**src/game_macros.svh**
```systemverilog
`ifndef GAME_MACROS_SVH
`define GAME_MACROS_SVH

// --------------------
// Sequence
// --------------------

// Steps held in the ROM, also the longest game
`define SEQ_LENGTH 16

// Rounds for a win in easy mode
`define EASY_ROUNDS 8

// --------------------
// Timing, in clock cycles
// --------------------

// One shown step, LED lit for the first half
`define SHOW_PERIOD 1000

// Longest wait for a press
`define PLAY_TIMEOUT 4000

`endif

```
**src/game_state_pkg.sv**
```systemverilog
`default_nettype none

package game_state_pkg;

    // --------------------
    // Controller states
    // --------------------

    typedef enum logic [3:0] {
        idle             = 4'h0,
        prepare          = 4'h1,
        next_show        = 4'h2,
        wait_play        = 4'h3,
        store_play       = 4'h4,
        compare_play     = 4'h5,
        next_play        = 4'h6,
        last_round_check = 4'h7,
        next_round       = 4'h8,
        show_step        = 4'h9,
        show_gap         = 4'ha,
        start_play       = 4'hb,
        // 4'hc unused
        end_timeout      = 4'hd,
        end_won          = 4'he,
        end_lost         = 4'hf
    } game_state_t;

    // --------------------
    // LED source select
    // --------------------

    typedef enum logic [1:0] {
        led_off      = 2'd0,
        led_sequence = 2'd1,
        led_play     = 2'd2
    } led_source_t;

endpackage

`default_nettype wire

```
**src/game_types_pkg.sv**
```systemverilog
`default_nettype none

`include "game_macros.svh"

package game_types_pkg;

    // --------------------
    // Data words
    // --------------------

    // One bit per button, same order as the LEDs
    typedef logic [3:0] button_t;

    // ROM address, also used for the round number
    typedef logic [$clog2(`SEQ_LENGTH)-1:0] address_t;

endpackage

`default_nettype wire

```
**src/game_ctrl_if.sv**
```systemverilog
`timescale 1ns/100ps
`default_nettype none

interface game_ctrl_if
    import game_state_pkg::*;
();

    // Strobes from the controller
    logic        clear_address;
    logic        step_address;
    logic        clear_round;
    logic        step_round;
    logic        clear_show;
    logic        step_show;
    logic        clear_play;
    logic        store_play;
    logic        wait_play;    // level, also runs the timeout timer
    led_source_t led_source;

    // Status flags from the datapath
    logic        play_match;
    logic        address_at_round;
    logic        address_below_round;
    logic        round_half;
    logic        round_last;
    logic        show_half;
    logic        show_end;
    logic        press;
    logic        play_timeout;

    modport controller (
        output clear_address, step_address, clear_round, step_round,
        output clear_show, step_show, clear_play, store_play, wait_play, led_source,
        input  play_match, address_at_round, address_below_round,
        input  round_half, round_last, show_half, show_end, press, play_timeout
    );

    modport datapath (
        input  clear_address, step_address, clear_round, step_round,
        input  clear_show, step_show, clear_play, store_play, wait_play, led_source,
        output play_match, address_at_round, address_below_round,
        output round_half, round_last, show_half, show_end, press, play_timeout
    );

endinterface

`default_nettype wire

```
**src/game_controller.sv**
```systemverilog
`timescale 1ns/100ps
`default_nettype none

module game_controller
    import game_state_pkg::*;
(
    input  wire             clock,
    input  wire             reset,
    input  wire             start,
    input  wire             hard_mode,
    game_ctrl_if.controller ctrl,
    output logic            won,
    output logic            lost,
    output logic            done,
    output logic            timed_out
);

    game_state_t state;
    game_state_t next_state;
    logic        hard_game;

    // --------------------
    // State and mode registers
    // --------------------

    always_ff @(posedge clock or posedge reset) begin
        if (reset) begin
            state <= idle;
        end else begin
            state <= next_state;
        end
    end

    // Mode switch held for the whole game
    always_ff @(posedge clock or posedge reset) begin
        if (reset) begin
            hard_game <= 1'b0;
        end else if (state == prepare) begin
            hard_game <= hard_mode;
        end
    end

    // --------------------
    // Next state
    // --------------------

    always_comb begin
        next_state = state;
        case (state)
            idle:       next_state = start ? prepare : idle;
            prepare:    next_state = show_step;
            // Show phase, one step per period
            show_step:  next_state = ctrl.show_half ? show_gap : show_step;
            show_gap:   next_state = ctrl.show_end ? next_show : show_gap;
            next_show:  next_state = ctrl.address_at_round ? start_play : show_step;
            start_play: next_state = wait_play;
            // Press beats timeout in the same cycle
            wait_play: begin
                if (ctrl.press) begin
                    next_state = store_play;
                end else if (ctrl.play_timeout) begin
                    next_state = end_timeout;
                end
            end
            store_play: next_state = compare_play;
            compare_play: begin
                if (ctrl.play_match && ctrl.address_below_round) begin
                    next_state = next_play;
                end else if (ctrl.play_match && ctrl.address_at_round) begin
                    next_state = last_round_check;
                end else begin
                    next_state = end_lost;
                end
            end
            next_play: next_state = wait_play;
            // Easy game ends halfway through the table
            last_round_check: begin
                if (ctrl.round_last || (ctrl.round_half && !hard_game)) begin
                    next_state = end_won;
                end else begin
                    next_state = next_round;
                end
            end
            next_round:  next_state = show_step;
            // End states wait for a new start
            end_timeout: next_state = start ? prepare : end_timeout;
            end_won:     next_state = start ? prepare : end_won;
            end_lost:    next_state = start ? prepare : end_lost;
            default:     next_state = idle;
        endcase
    end

    // --------------------
    // Moore outputs
    // --------------------

    assign ctrl.clear_address = (state == idle) || (state == prepare) ||
                                (state == start_play) || (state == next_round);
    assign ctrl.step_address  = (state == next_show) || (state == next_play);
    assign ctrl.clear_round   = (state == idle) || (state == prepare);
    assign ctrl.step_round    = (state == next_round);
    assign ctrl.clear_show    = (state == idle) || (state == prepare) ||
                                (state == next_show) || (state == next_round);
    assign ctrl.step_show     = (state == show_step) || (state == show_gap);
    assign ctrl.clear_play    = (state == idle) || (state == prepare);
    assign ctrl.store_play    = (state == store_play);
    assign ctrl.wait_play     = (state == wait_play);

    // Stored play echoed while it is judged
    always_comb begin
        case (state)
            show_step:        ctrl.led_source = led_sequence;
            compare_play,
            next_play,
            last_round_check: ctrl.led_source = led_play;
            default:          ctrl.led_source = led_off;
        endcase
    end

    // Outcome flags
    assign won       = (state == end_won);
    assign lost      = (state == end_lost);
    assign timed_out = (state == end_timeout);
    assign done      = won || lost || timed_out;

    // At most one outcome at a time
    outcome_exclusive: assert property (@(posedge clock) disable iff (reset)
        $onehot0({won, lost, timed_out}));

endmodule

`default_nettype wire

```
**src/game_datapath.sv**
```systemverilog
`timescale 1ns/100ps
`default_nettype none

`include "game_macros.svh"

module game_datapath
    import game_types_pkg::*;
    import game_state_pkg::*;
(
    input  wire           clock,
    input  wire           reset,
    input  wire  button_t buttons,
    game_ctrl_if.datapath ctrl,
    output button_t       leds
);

    address_t address;
    address_t round;
    address_t rom_address;
    button_t  rom_data;
    button_t  play_word;

    // --------------------
    // Counters
    // --------------------

    // Current step, in the show and in the play
    mod_counter #(.modulus(`SEQ_LENGTH)) address_counter (
        .clock   (clock),
        .reset   (reset),
        .clear   (ctrl.clear_address),
        .step    (ctrl.step_address),
        .count   (address),
        .at_end  (),
        .at_half ()
    );

    // Last step index of this round
    mod_counter #(.modulus(`SEQ_LENGTH)) round_counter (
        .clock   (clock),
        .reset   (reset),
        .clear   (ctrl.clear_round),
        .step    (ctrl.step_round),
        .count   (round),
        .at_end  (ctrl.round_last),
        .at_half ()
    );

    // Lit half then dark half of each shown step
    mod_counter #(.modulus(`SHOW_PERIOD)) show_timer (
        .clock   (clock),
        .reset   (reset),
        .clear   (ctrl.clear_show),
        .step    (ctrl.step_show),
        .count   (),
        .at_end  (ctrl.show_end),
        .at_half (ctrl.show_half)
    );

    // Runs only while waiting for a press
    mod_counter #(.modulus(`PLAY_TIMEOUT)) timeout_timer (
        .clock   (clock),
        .reset   (reset),
        .clear   (!ctrl.wait_play),
        .step    (ctrl.wait_play),
        .count   (),
        .at_end  (ctrl.play_timeout),
        .at_half ()
    );

    // --------------------
    // Sequence and buttons
    // --------------------

    // Look one address ahead so the ROM word is ready on the first cycle of a step
    assign rom_address = ctrl.clear_address ? '0 :
                         ctrl.step_address  ? address_t'(address + 1'b1) : address;

    sequence_rom sequence_rom_inst (
        .clock   (clock),
        .address (rom_address),
        .data    (rom_data)
    );

    press_detector press_detector_inst (
        .clock   (clock),
        .reset   (reset),
        .buttons (buttons),
        .press   (ctrl.press)
    );

    // Play register, captures the held pattern
    always_ff @(posedge clock) begin
        if (ctrl.clear_play) begin
            play_word <= '0;
        end else if (ctrl.store_play) begin
            play_word <= buttons;
        end
    end

    // --------------------
    // Compare and LED select
    // --------------------

    assign ctrl.play_match          = (play_word == rom_data);
    assign ctrl.address_at_round    = (address == round);
    assign ctrl.address_below_round = (address < round);
    assign ctrl.round_half          = (round == address_t'(`EASY_ROUNDS - 1));

    always_comb begin
        case (ctrl.led_source)
            led_sequence: leds = rom_data;
            led_play:     leds = play_word;
            default:      leds = '0;
        endcase
    end

    // Every step of the table lights exactly one button
    rom_one_hot: assert property (@(posedge clock) disable iff (reset)
        $onehot(rom_data));

endmodule

`default_nettype wire

```
**src/memory_game.sv**
```systemverilog
`timescale 1ns/100ps
`default_nettype none

module memory_game
    import game_types_pkg::*;
(
    input  wire          clock,
    input  wire          reset,
    input  wire          start,
    input  wire          hard_mode,
    input  wire button_t buttons,
    output button_t      leds,
    output logic         won,
    output logic         lost,
    output logic         done,
    output logic         timed_out
);

    // Strobes down, flags up
    game_ctrl_if ctrl ();

    // --------------------
    // Control
    // --------------------

    game_controller game_controller_inst (
        .clock     (clock),
        .reset     (reset),
        .start     (start),
        .hard_mode (hard_mode),
        .ctrl      (ctrl.controller),
        .won       (won),
        .lost      (lost),
        .done      (done),
        .timed_out (timed_out)
    );

    // --------------------
    // Datapath
    // --------------------

    game_datapath game_datapath_inst (
        .clock   (clock),
        .reset   (reset),
        .buttons (buttons),
        .ctrl    (ctrl.datapath),
        .leds    (leds)
    );

endmodule

`default_nettype wire

```
**src/mod_counter.sv**
```systemverilog
`timescale 1ns/100ps
`default_nettype none

module mod_counter #(
    parameter  int modulus = 16,
    localparam int width   = (modulus > 1) ? $clog2(modulus) : 1
) (
    input  wire              clock,
    input  wire              reset,
    input  wire              clear,
    input  wire              step,
    output logic [width-1:0] count,
    output logic             at_end,
    output logic             at_half
);

    // --------------------
    // Count register
    // --------------------

    // Clear wins over step
    always_ff @(posedge clock or posedge reset) begin
        if (reset) begin
            count <= '0;
        end else if (clear) begin
            count <= '0;
        end else if (step) begin
            // Wrap back to zero after the last value
            if (at_end) begin
                count <= '0;
            end else begin
                count <= count + 1'b1;
            end
        end
    end

    // Flags decode the count directly
    assign at_end  = (count == width'(modulus - 1));
    assign at_half = (count == width'(modulus / 2 - 1));

    // Count never leaves the modulus range
    count_in_range: assert property (@(posedge clock) disable iff (reset)
        int'(count) < modulus);

endmodule

`default_nettype wire

```
**src/press_detector.sv**
```systemverilog
`timescale 1ns/100ps
`default_nettype none

module press_detector
    import game_types_pkg::*;
(
    input  wire          clock,
    input  wire          reset,
    input  wire button_t buttons,
    output logic         press
);

    logic any_button;
    logic stage_0;
    logic stage_1;

    // Any button raised counts as a press
    assign any_button = |buttons;

    // Two sync stages, then a registered rising-edge pulse
    always_ff @(posedge clock or posedge reset) begin
        if (reset) begin
            stage_0 <= 1'b0;
            stage_1 <= 1'b0;
            press   <= 1'b0;
        end else begin
            stage_0 <= any_button;
            stage_1 <= stage_0;
            press   <= stage_0 & ~stage_1;   // one cycle wide
        end
    end

endmodule

`default_nettype wire

```
**src/sequence_rom.sv**
```systemverilog
`timescale 1ns/100ps
`default_nettype none

module sequence_rom
    import game_types_pkg::*;
(
    input  wire           clock,
    input  wire address_t address,
    output button_t       data
);

    // Fixed game sequence, one-hot button masks
    // Data valid one clock after the address
    always_ff @(posedge clock) begin
        case (address)
            4'd0:    data <= 4'b0001;
            4'd1:    data <= 4'b0010;
            4'd2:    data <= 4'b0100;
            4'd3:    data <= 4'b1000;
            4'd4:    data <= 4'b0100;
            4'd5:    data <= 4'b0010;
            4'd6:    data <= 4'b0001;
            4'd7:    data <= 4'b0001;
            4'd8:    data <= 4'b0010;
            4'd9:    data <= 4'b0010;
            4'd10:   data <= 4'b0100;
            4'd11:   data <= 4'b0100;
            4'd12:   data <= 4'b1000;
            4'd13:   data <= 4'b1000;
            4'd14:   data <= 4'b0001;
            default: data <= 4'b0100;
        endcase
    end

endmodule

`default_nettype wire
```
**config.mk**
```make
export PLATFORM = sky130hd
export DESIGN_NAME = memory_game
export DESIGN_NICKNAME = d
export VERILOG_FILES = /design/src/game_state_pkg.sv /design/src/game_types_pkg.sv /design/src/game_ctrl_if.sv /design/src/game_controller.sv /design/src/game_datapath.sv /design/src/memory_game.sv /design/src/mod_counter.sv /design/src/press_detector.sv /design/src/sequence_rom.sv
export VERILOG_INCLUDE_DIRS = /design/src /design/src/src
export SDC_FILE = /design/constraint.sdc
export NUM_CORES = 1
export LEC_CHECK = 0
export CAP_MARGIN = 40
export CORE_AREA = 10 10 84 86
export CTS_BUF_LIST = sky130_fd_sc_hd__clkbuf_8
export CTS_CLUSTER_SIZE = 24
export DETAILED_ROUTE_END_ITERATION = 6
export DIE_AREA = 0 0 94 96
export DONT_BUFFER_PORTS = 1
export PLACE_DENSITY_LB_ADDON = 0.2
export SYNTH_ARGS = -nofsm -noshare
export SYNTH_HDL_FRONTEND = slang
export SYNTH_SLANG_ARGS = --single-unit
```
**constraint.sdc**
```tcl
create_clock -name clock -period 2.1 [get_ports clock]
set_clock_uncertainty 0.2 [all_clocks]
set_input_delay 0.42 -clock clock [delete_from_list [all_inputs] [get_ports clock]]
set_output_delay 0.42 -clock clock [all_outputs]
set_load 0.1 [all_outputs]
```
# ---- Yosys cells after proc, flatten, opt, wreduce, memory -nomap -nowiden
# Memory sizes are Yosys's and may differ from the RTL's. A register that Yosys moved wholly into a read port is not among the register bits.
# Cells that the tools add are included.
dict set report word_totals {
  register_bits 42
  latchBits 0
  ramBits 0
  rom_bits 64
  in_bits 8
  out_inout_bits 8
  mem_count 1
}
dict set report classes {
  add_sub_neg 4
  mul 0
  div_mod_pow 0
  n_lt_le_gt_ge 1
  eq_ne 25
  shift 0
  mux 28
  bitwise 2
  n_reduce_logical 22
}
# memory words width rd rd_clocked_by_memory_dff wr line_no
set memory_table {}
lappend memory_table {{(no name shown)} 16 4 1 1 0 sequence_rom.sv:15} ;# case (address)
# operator n
set ops {}
lappend ops {{$mux 4} 16}
lappend ops {{$pmux 4 s13} 1}
lappend ops {{$eq 4x4->1 const B} 9}
lappend ops {{$mux 10} 3}
lappend ops {{$mux 12} 2}
lappend ops {{$eq 4x3->1 const B} 5}
lappend ops {{$add 12x1->12 const B} 1}
lappend ops {{$eq 12x12->1 const B} 1}
lappend ops {{$add 10x1->10 const B} 1}
lappend ops {{$eq 10x10->1 const B} 1}
lappend ops {{$eq 10x9->1 const B} 1}
lappend ops {{$logic_or 1x1->1} 10}
lappend ops {{$add 4x1->4 const B} 2}
lappend ops {{$eq 4x2->1 const B} 2}
lappend ops {{$eq 4x4->1} 2}
lappend ops {{$pmux 4 s2} 1}
lappend ops {{$reduce_bool 2->1} 3}
lappend ops {{$eq 4x1->1 const B} 1}
lappend ops {{$logic_not 4->1} 1}
lappend ops {{$lt 4x4->1} 1}
lappend ops {{$mux 2} 2}
lappend ops {{$pmux 2 s2} 1}
lappend ops {{$reduce_or 2->1} 2}
lappend ops {{$reduce_or 4->1} 1}
lappend ops {{10 further kinds} 12}

# ---- Depth between registers and ports, before layout
# Gate-level depths: netlist of the first run.
dict set report logic_depth {
  word_depth 5
  depth_mapped 8
}

# ---- Cells and area by module
# Synthesis of the first run repeated with hierarchy kept, for this count alone.
dict set report hier_totals {
  cells_unflattened 338
  area_unflattened_um2 2975.4
}
# mod n_inst cells_each area_each_um2
set by_module_without_submodules {}
lappend by_module_without_submodules {{mod_counter at game_datapath_inst.timeout_timer} 1 73 714.4}
lappend by_module_without_submodules {game_controller 1 81 555.5}
lappend by_module_without_submodules {{mod_counter at game_datapath_inst.show_timer} 1 58 555.5}
lappend by_module_without_submodules {game_datapath 1 59 449.2}
lappend by_module_without_submodules {{mod_counter at game_datapath_inst.address_counter ...} 2 22 220.2}
lappend by_module_without_submodules {sequence_rom 1 17 167.7}
lappend by_module_without_submodules {press_detector 1 6 92.6}

# ---- Worst setup path before layout of the first run
# Ideal clock, no wire load.
dict set report synth_timing {
  kind {register -> output}
  from {reg game_controller_inst.state[1]}
  to {out leds[0]}
  t_arrival_ns 2.728
  slack_ns -1.248
  path_stages_with_launch 8
  n_path_buf 1
  path_cell_list {dfrtp_1 buf_2 nor2_1 nand3_1 inv_1 ha_1 a22oi_1 nor2_1}
}
dict set report synth_between {
  elab_chain_len 5
}
# item line_no
set synth_lines {}
lappend synth_lines {{from (decl)} game_controller.sv:18} ;# game_state_t state;
lappend synth_lines {{from (signal assigned)} game_controller.sv:28} ;# state <= idle;
lappend synth_lines {{from (signal assigned)} game_controller.sv:30} ;# state <= next_state;
lappend synth_lines {{$eq 4x3->1} game_controller.sv:111} ;# case (state)
lappend synth_lines {{$reduce_or 3->1} game_controller.sv:111}
lappend synth_lines {{$pmux 2 s2 (*)} game_controller.sv:111}
lappend synth_lines {{$eq 2x2->1 / $eq 2x1->1 (equally long branches)} game_datapath.sv:111} ;# case (ctrl.led_source)
lappend synth_lines {{$pmux 4 s2 (*)} game_datapath.sv:111}
lappend synth_lines {{to (decl)} memory_game.sv:12} ;# output button_t leds,
# Mark *: on every way between the ends. The rest lies on a longest branch, timed or not.

# ---- Worst setup path after layout of the first run
dict set report layout_timing {
  from {reg game_controller_inst.state[0]}
  to {out leds[3]}
}
# Same word-level chain as after synthesis.

==> metrics.yaml, run 1 <==
clk_path_buf_depth: 2
port_buffers: 0
ff2ff_path_depth: 8
cts.htree.levels: 2
avgViaCountPerCell: 5.86
muxShareOfSynthArea_pct: 1.18
fin_util_pct: 67.2
core-area_sq_mm: 0.00541
die_h_microns: 96
layout.cells.non_filler: 430
endpoint_kind: "primary output"
synth-xor-area-share_pct: 6.98
grt_pass1_wl_microns: 11600
multi_input_area_sq_mm: 0.00180
die-area_sq_mm: 0.00902
setup_viol: 9
start_util_pct: 51.1
regArea_sq_mm: 0.00112
fin_area_sq_mm: 0.00363
r2r-start: "game_controller_inst.state[0]"
slowest_stage: "dfrtp_2"
setup.worst_path.start_class: "flip-flop"
grt.total_usage_pct: 15.7
worst_slew_pin_slew_ns: 0.498
numCtsBuffers: 5
status: "finished, violations left"
cp.depth: 7
synth_cells: 319
fin_crit_ns: 2.29
ir_drop_uv: 950
grt_antenna_before_repair: 0
fillers: 442
critPathArrivalTime_ns: 1.67
synth_top_area_share_pct: 34.5
synth.distinct_cells: 56
synth_ff_type: "dfrtp_1"
syn_area_per_cell_sq_um: 8.65
min_period_over_period_pct: 109
syn_nets: 337
timing.slew.headroom_pct: 66.8
place_inst: 410
syn2layout_area_growth_pct: 31.7
place_area_sq_mm: 0.00327
synth_seq_cells: 46
grt_max_degree: 39
cp_common_cell: "buf_12"
hold_class: "in2reg"
worstSetupPathType: "reg2out"
drt-initial-drc-count: 164
worstPathMaxFanout: 5
synth_compound_area_share_pct: 18.2
die_width_microns: 94
clk_pin_slew_ns: 0.09
drive_gt1_share_pct: 27.1
cellLeakagePower_nw: 1.46
power_density_mw_per_mm2: 1210
dp_slack_ns: -0.0117
violations: "negative setup slack"
place.gp.congestion: 0.827
fp-row-count: 27
cap_viol_max_count: 0
io_pins: 16
slowest_delay_ns: 0.46
synth_top_family_by_area: "simple AND/OR/NAND/NOR gates"
ant_nets: 0
nets: 375
diodes: 0
vias: 2518
synthAdderAreaFrac_pct: 4.53
clock_latency_ns: 0.30
grt_pass1_vias: 2389
routedWlPerCell_microns: 16.1
drt_first_pass_iters: 4
synth_common_cells: "dfrtp_1, nor2_1, nand2_1"
ys.warnings.count: 0
path_cells: "buf_12, nand3_4, inv_4, ha_4, a22oi_2, nor2_4, buf_12"
hold_depth: 1
setup_ws_ns: -0.189
grt.overflow.total: 0
hold_viol_final: 0
totalWireLength_microns: 6940
crit_family: "flip-flops"
drv_slew: 0
path_buf_inv: 3
power.total_mw: 4.40
fmax_mhz: 437
worstHoldStart: "buttons[2]"
clock_sinks: 46
startpoint: "game_controller_inst.state[0]"
drc: 0
async_reset_ff_share_pct: 82.6
timing.setup.tns_ns: -0.985
cts_tree: "built"
timing.hold.ws_ns: 0.0252
synth-simple-area-share_pct: 25.2
synth-edff-count: 0
critPathRequiredTime_ns: 1.48
cts_root_buffer: "clkbuf_8"
synth_area_leaders: "dfrtp_1, dfxtp_1, nor2_1, nand2_1, ha_1"
synth_area_leader_cell: "dfrtp_1"
rsz0062_at_grt: "true"
synth_area_sq_mm: 0.00276
synth-seq-area-share_pct: 40.3
dpl.hpwl_microns: 4800
## layout by cell type (no fill, tap or decap), types with 3 or more instances in the layout
master and instances:
a31oi_1 3, o21ai_0 20, or2_2 3, nor3_1 3, buf_4 27, ha_1 8, clkbuf_8 5, a211oi_1 3
dfxtp_1 8, nand4_1 7, a21oi_1 10, xnor2_1 7, inv_1 10, a22oi_2 6, a22oi_1 4, nor2_1 29
nand2_1 35, nand3_1 9, buf_6 4, and3_1 4, nand2b_1 4, xor2_1 14, dfrtp_1 34, nor2_4 10
dfrtp_2 4, or3_1 3, buf_12 9, o21ai_1 3, nor2b_1 6, nand3b_1 4
## flip-flops by register name, indices dropped and copies added, names as in the netlist
name                                            flops
game_datapath_inst.round_counter.count              4
game_datapath_inst.press_detector_inst.press        1
game_datapath_inst.sequence_rom_inst.data           4
game_datapath_inst.press_detector_inst.stage_0      1
game_controller_inst.state                          4
game_datapath_inst.show_timer.count                10
game_datapath_inst.press_detector_inst.stage_1      1
game_datapath_inst.timeout_timer.count             12
game_datapath_inst.address_counter.count            4
game_controller_inst.hard_game                      1
game_datapath_inst.play_word                        4
## logic make-up (layout without fill, tap and decap cells)
family,after synthesis,count (layout)
flops,46,46
mux,3,3
xor+xnor,22,22
buf+inv,24,63
simple gates,139,139
fa+ha+maj,10,10
compound gates,75,75
## final timing paths
kind / slack, ns / to
setup reg to reg: -0.06 / game_datapath_inst.show_timer.count[9]
hold reg to reg: 0.18 / game_datapath_inst.press_detector_inst.stage_1
min in group asynchronous: 0.51 / game_datapath_inst.timeout_timer.count[0]
setup / recovery: -0.19 / leds[3]
max in group asynchronous: 0.82 / game_controller_inst.state[3]
hold / removal: 0.03 / game_datapath_inst.press_detector_inst.stage_0
## routing by layer
metal / vias to the layer above / GRT usage [%] / share of wire [%]
li1: 1223 / - / -
met1: 1225 / 21.5 / 47
met2: 61 / 24.9 / 48
met3: 9 / 2.57 / 4.0
met4: 0 / 4.94 / 1.1
met5: - / 0 / 0
## final cells by class
class / instances / share of cell area (%)
Tap cell: 72 / 2.48
Multi-Input combinational cell: 249 / 49.4
Sequential cell: 46 / 30.7
Clock buffer: 5 / 1.89
Timing Repair Buffer: 42 / 12.9
Clock inverter: 3 / 1.10
Inverter: 13 / 1.48
## timing repair
action                                  CTS  global route
cloned                                    1             0
buffers inserted                          7             5
endpoints found under the setup margin    9            17
hold buffers                              1             0
endpoints found under the hold margin    38             0
gates resized for setup                  17            16
pin swaps                                12            15
## report_power, final
group,internal [mW],leakage (nW),switching [mW]
logic,1.11,0.829,1.43
registers,1.01,0.568,0.169
clock network,0.351,0.0579,0.313
total,2.48,1.46,1.92
(Power assumes the default switching activity.)
==> run 2: changes to the inputs <==
Settings changed: CTS_BUF_LIST sky130_fd_sc_hd__clkbuf_8 to default, SETUP_SLACK_MARGIN from default to 0.4.
==> run 2 against run 1 <==
Against the previous run: die area did not move; total power down 2.2%; clock power decreased by 15%; critical path type unchanged; via count grew 1.7%; critical path depth fell by 1; hold slack improved by 0.0029 ns; largest power group unchanged; global-route usage is 0.32 points lower; sequential share of layout area is 0.93 points lower; register-to-register slack better by 0.11 ns; the run still ends with negative setup slack left; first-iteration DRC count down 7.3%.
==> metrics.yaml, run 2 (same netlist as run 1, synthesis figures left out) <==
status: "finished, violations left"
violations: "negative setup slack"
routedWlPerCell_microns: 15.6  # -3.1%
use_met2_pct: 24.0  # -0.98 points
fin_area_sq_mm: 0.00375  # +3.1%
largest_register: "game_datapath_inst.timeout_timer.count"
die_h_microns: 96  # unchanged
largest_reg_flops: 12  # unchanged
drt_first_pass_iters: 4  # unchanged
grt_pass1_wl_microns: 11300  # -2.6%
syn2layout_area_growth_pct: 35.8
numCtsBuffers: 5  # unchanged
drive_gt1_share_pct: 33.1  # +6.0 points
totalWireLength_microns: 6840  # -1.3%
grt_pass1_vias: 2410  # +0.88%
setup_viol: 8  # -1
diodes: 0  # unchanged
nets: 383  # +2.1%
regArea_sq_mm: 0.00112  # unchanged
worstSetupPathType: "reg2out"
power.total_mw: 4.30  # -2.2%
min_period_over_period_pct: 110  # +1.4 points
place.gp.congestion: 0.838  # +1.4%
worstPathMaxFanout: 4  # -1
ir_drop_uv: 765  # -19%
endpoint_kind: "primary output"
fillers: 423  # -4.3%
clk_path_buf_depth: 2  # unchanged
grtUsageMet3_pct: 3.66  # +1.1 points
grt.total_usage_pct: 15.4  # -0.32 points
grt.overflow.total: 0  # unchanged
port_buffers: 0  # unchanged
reg_top3: "game_datapath_inst.timeout_timer.count x12, game_datapath_inst.show_timer.count x10"
hold_class: "in2reg"
ant_nets: 0  # unchanged
setup_ws_ns: -0.218  # -0.0289 ns
clock_sinks: 46  # unchanged
place_area_sq_mm: 0.00328  # +0.15%
rsz0062_at_grt: "true"
cts_tree: "built"
fmax_mhz: 431  # -1.2%
timing.slew.headroom_pct: 67.8  # +1.0 points
critPathRequiredTime_ns: 1.48  # about the same
critPathArrivalTime_ns: 1.70  # +0.03 ns
dpl.hpwl_microns: 4600  # -4.1%
setup.worst_path.start_class: "flip-flop"
die_width_microns: 94  # unchanged
clock_latency_ns: 0.30  # about the same
fin_crit_ns: 2.32  # +0.0289 ns
layout_common_cells: "nand2_1, buf_4, dfrtp_1, nor2_1, o21ai_0"
grt_max_degree: 39  # unchanged
worst_slew_pin_slew_ns: 0.483  # -0.0157 ns
multi_input_area_sq_mm: 0.00189  # +5.2%
io_pins: 16  # unchanged
die-area_sq_mm: 0.00902  # unchanged
clk_pin_slew_ns: 0.08  # about the same
busiest_layer: "met2"
start_util_pct: 51.1  # unchanged
avgViaCountPerCell: 5.84  # -0.19%
drt-initial-drc-count: 152  # -7.3%
cellLeakagePower_nw: 1.47  # +1.3%
grt_antenna_before_repair: 0  # unchanged
power_density_mw_per_mm2: 1150  # -5.2%
cts.htree.levels: 2  # unchanged
hold_viol_final: 0  # unchanged
drc: 0  # unchanged
cts_root_buffer: "clkbuf_8"
fp-row-count: 27  # unchanged
vias: 2560  # +1.7%
drv_slew: 0  # unchanged
cap_viol_max_count: 0  # unchanged
grt_use_met1_pct: 20.4  # -1.1 points
core-area_sq_mm: 0.00541  # unchanged
[run 2: area by class of cell]
| type | instances | area share, % |
|---|---|---|
| tap | 72 | 2.40 |
| clock inverter | 2 | 0.334 |
| clock buffer | 6 | 2.20 |
| multi-input combinational | 249 | 50.4 |
| sequential | 46 | 29.8 |
| timing repair buffer | 50 | 13.6 |
| inverter | 13 | 1.34 |
[run 2: stage by stage]
stage / setup TNS, ns / instances / worst slack [ns] / hold WS [ns] / utilization, %
after floorplan: -0.969 / 319 / -0.242 / 0.147 / -
after global placement: 0 / 407 / 0.0713 / 0.159 / 60.6
after detailed placement: 0 / 407 / 0.0110 / 0.167 / 60.6
after CTS: -1.35 / 428 / -0.233 / 0.0230 / 66.1
after global routing: -2.00 / 438 / -0.290 / 0.0170 / 69.4
final: -1.27 / 438 / -0.218 / 0.0281 / 69.4
[run 2: worst paths after layout]
kind	startpoint	endpoint	slack [ns]	cells past startpoint
max	game_controller_inst.state[1]	leds[2]	-0.22	6
min in group asynchronous	reset	game_datapath_inst.show_timer.count[8]	0.47	3
min	buttons[2]	game_datapath_inst.press_detector_inst.stage_0	0.03	1
max reg2reg	game_controller_inst.state[3]	game_datapath_inst.sequence_rom_inst.data[2]	0.05	7
min reg2reg	game_datapath_inst.press_detector_inst.stage_0	game_datapath_inst.press_detector_inst.stage_1	0.19	0
max in group asynchronous	reset	game_datapath_inst.address_counter.count[1]	0.86	3
[run 2: what timing repair did]
| action | CTS | global route |
|---|---|---|
| endpoints found under the hold margin | 38 | 0 |
| pin swaps | 18 | 12 |
| endpoints found under the setup margin | 41 | 43 |
| buffers inserted | 12 | 10 |
| hold buffers | 1 | 0 |
| gates resized for setup | 26 | 25 |
[run 2: layer usage]
layer	up-vias	share of wire [%]
met5	-	0
met4	0	2.1
met3	16	5.4
met2	67	49
met1	1250	44
li1	1227	-
[run 2: power breakdown]
| group | internal [mW] | switching (mW) |
|---|---|---|
| Clock | 0.265 | 0.301 |
| Sequential | 1.01 | 0.164 |
| Combinational | 1.08 | 1.47 |
[run 2: worst max-delay path, stage by stage (launching register included)]
cell and delay, ns:
dfrtp_2 0.44, nor2_4 0.07, nor3_4 0.20, buf_4 0.14, ha_4 0.22, nor2_4 0.14
buf_12 0.18
==> run 3: changes to the inputs <==
Settings changed: CORE_AREA 10 10 84 86 to 10 10 82 84, DIE_AREA 0 0 94 96 to 0 0 92 94.
==> run 3 against run 2 <==
Against the previous run: the run still ends with negative setup slack left; utilization is 9.5 points higher; cell area is 6.7% higher; critical path depth is 1 higher; critical path type unchanged; clock-buffer cell count is 1 lower; sequential share of layout area is 1.9 points lower; clock power is 20% higher; highest routed layer unchanged; largest power group unchanged; hold slack worse by 0.0071 ns; maximum frequency is 3.0% lower.
==> metrics.yaml, run 3 (same netlist as run 1, synthesis figures left out) <==
path_buf_inv: 2  # unchanged
port_buffers: 0  # unchanged
totalWireLength_microns: 8570  # +25%
clk_pin_slew_ns: 0.09  # about the same
diodes: 0  # unchanged
timing.slew.headroom_pct: 60.8  # -7.0 points
worstSetupPathType: "reg2out"
power.total_mw: 4.98  # +16%
endpoint_kind: "primary output"
die_width_microns: 92  # -2.1%
slowest_delay_ns: 0.47  # +0.03 ns
grt_antenna_before_repair: 0  # unchanged
drive_gt1_share_pct: 39.2  # +6.1 points
fin_crit_ns: 2.39  # +0.0720 ns
dpl.hpwl_microns: 4720  # +2.6%
start_util_pct: 54.4  # +3.3 points
fmax_mhz: 418  # -3.0%
clk_path_buf_depth: 2  # unchanged
violations: "negative setup slack"
critPathRequiredTime_ns: 1.48  # about the same
drt_first_pass_iters: 5  # +1
clock_sinks: 46  # unchanged
setup_ws_ns: -0.290  # -0.0720 ns
cts_tree: "built"
cp_common_cell: "nor2_4"
io_pins: 16  # unchanged
hold_depth: 1  # unchanged
path_cells: "nor2_4, nand3_4, inv_2, ha_4, a22oi_2, nor2_4, buf_12"
drc: 0  # unchanged
place_area_sq_mm: 0.00330  # +0.84%
min_period_over_period_pct: 114  # +3.4 points
routedWlPerCell_microns: 19.1  # +22%
layout_common_cells: "buf_4, dfrtp_1, nand2_1, nor2_1, o21ai_0"
critPathArrivalTime_ns: 1.77  # +0.07 ns
grt_pass1_vias: 2467  # +2.4%
hold_class: "in2reg"
worstPathMaxFanout: 4  # unchanged
syn2layout_area_growth_pct: 44.9
clock_latency_ns: 0.31  # about the same
cts.htree.levels: 2  # unchanged
power_density_mw_per_mm2: 1240  # +8.5%
rsz0062_at_grt: "true"
reg_top3: "game_datapath_inst.timeout_timer.count x12, game_datapath_inst.show_timer.count x10"
avgViaCountPerCell: 6.08  # +4.1%
slowest_stage: "dfrtp_2"
largest_reg_flops: 12  # unchanged
core-area_sq_mm: 0.00507  # -6.1%
status: "finished, violations left"
place.gp.congestion: 0.833  # -0.69%
grt_pass1_wl_microns: 12200  # +7.6%
grt_max_degree: 39  # unchanged
worst_slew_pin_slew_ns: 0.582  # +0.0992 ns
grt.overflow.total: 0  # unchanged
ant_nets: 0  # unchanged
die_h_microns: 94  # -2.1%
cp.depth: 7  # +1
setup_viol: 30  # +22
cellLeakagePower_nw: 1.59  # +7.5%
fin_area_sq_mm: 0.00400  # +6.7%
numCtsBuffers: 5  # unchanged
final_common_cell: "buf_4"
vias: 2725  # +6.4%
ir_drop_uv: 1040  # +36%
hold_viol_final: 0  # unchanged
ff2ff_path_depth: 10  # +3
die-area_sq_mm: 0.00865  # -4.2%
grt.total_usage_pct: 17.1  # +1.7 points
layout.cells.non_filler: 448  # +2.3%
largest_register: "game_datapath_inst.timeout_timer.count"
nets: 395  # +3.1%
cts_root_buffer: "clkbuf_8"
cap_viol_max_count: 0  # unchanged
crit_family: "flip-flops"
fp-row-count: 26  # -3.7%
drv_slew: 0  # unchanged
drt-initial-drc-count: 204  # +34%
place_inst: 409  # +0.49%
setup.worst_path.start_class: "flip-flop"
-- run 3: cell count changes in the layout (fill, tap and decap cells not counted), moves of 3 or more --
cell / delta
buf_4: +5
buf_6: +4
nand2_1: -4
nand2_2: +4
nor2_1: -4
nor2_2: +4
a21oi_1: -3
a21oi_2: +3
-- run 3: path summary, 6_finish.rpt --
| check | startpoint | endpoint | slack, ns |
|---|---|---|---|
| setup / recovery | game_controller_inst.state[2] | leds[1] | -0.29 |
| max in group asynchronous | reset | game_controller_inst.state[1] | 0.87 |
| setup reg to reg | game_controller_inst.state[3] | game_datapath_inst.sequence_rom_inst.data[2] | -0.17 |
| hold reg to reg | game_datapath_inst.press_detector_inst.stage_0 | game_datapath_inst.press_detector_inst.stage_1 | 0.19 |
| min in group asynchronous | reset | game_datapath_inst.timeout_timer.count[2] | 0.46 |
| hold / removal | buttons[2] | game_datapath_inst.press_detector_inst.stage_0 | 0.02 |
-- run 3: timing repair --
action,4_1_cts,5_1_grt
endpoints found under the hold margin,38,0
setup endpoints to repair,43,50
hold buffers,1,0
buffers inserted,13,16
pin swaps,15,27
gates resized for setup,40,47
gates cloned,0,1
-- run 3: layout make-up --
| class | count | area, sq um |
|---|---|---|
| clock buffer | 5 | 68.8 |
| clock inverter | 3 | 40.0 |
| fill | 313 | 1070 |
| inverter | 13 | 51.3 |
| multi-input combinational | 249 | 1990 |
| sequential | 46 | 1120 |
| tap | 70 | 87.6 |
| timing repair buffer | 62 | 647 |
-- run 3: worst reg2reg max path: cells and delay by family, from the launching register on --
| kind | cells | cell delay [ns] |
|---|---|---|
| flip-flops | 1 | 0.49 |
| AND/OR/NAND/NOR | 2 | 0.27 |
| AO/OA/AOI/OAI | 3 | 0.57 |
| buffers and inverters | 5 | 0.70 |
-- run 3: per-layer routing --
metal	wire [microns]	global-route usage, %	part of all wire (%)	vias up
met4	333	6.94	3.9	0
met1	3620	22.0	42	1302
met3	487	3.36	5.7	40
met2	4130	27.5	48	127
li1	-	-	-	1256
met5	0	0	0	-
-- run 3: per-stage QoR --
stage / setup TNS (ns) / worst slack (ns) / hold slack (ns) / utilization [%]
2_1_floorplan: -0.969 / -0.242 / 0.147 / -
3_3_place_gp: 0 / 0.0198 / 0.163 / 65.1
3_5_place_dp: -0.00814 / -0.00621 / 0.176 / 65.1
4_1_cts: -1.47 / -0.258 / 0.0165 / 72.7
5_1_grt: -4.46 / -0.329 / 0.0280 / 78.8
6_report: -3.45 / -0.290 / 0.0210 / 78.8
-- run 3: power by group --
part | switching, mW | internal [mW]
Combinational | 1.72 | 1.38
Clock | 0.325 | 0.351
Sequential | 0.189 | 1.01
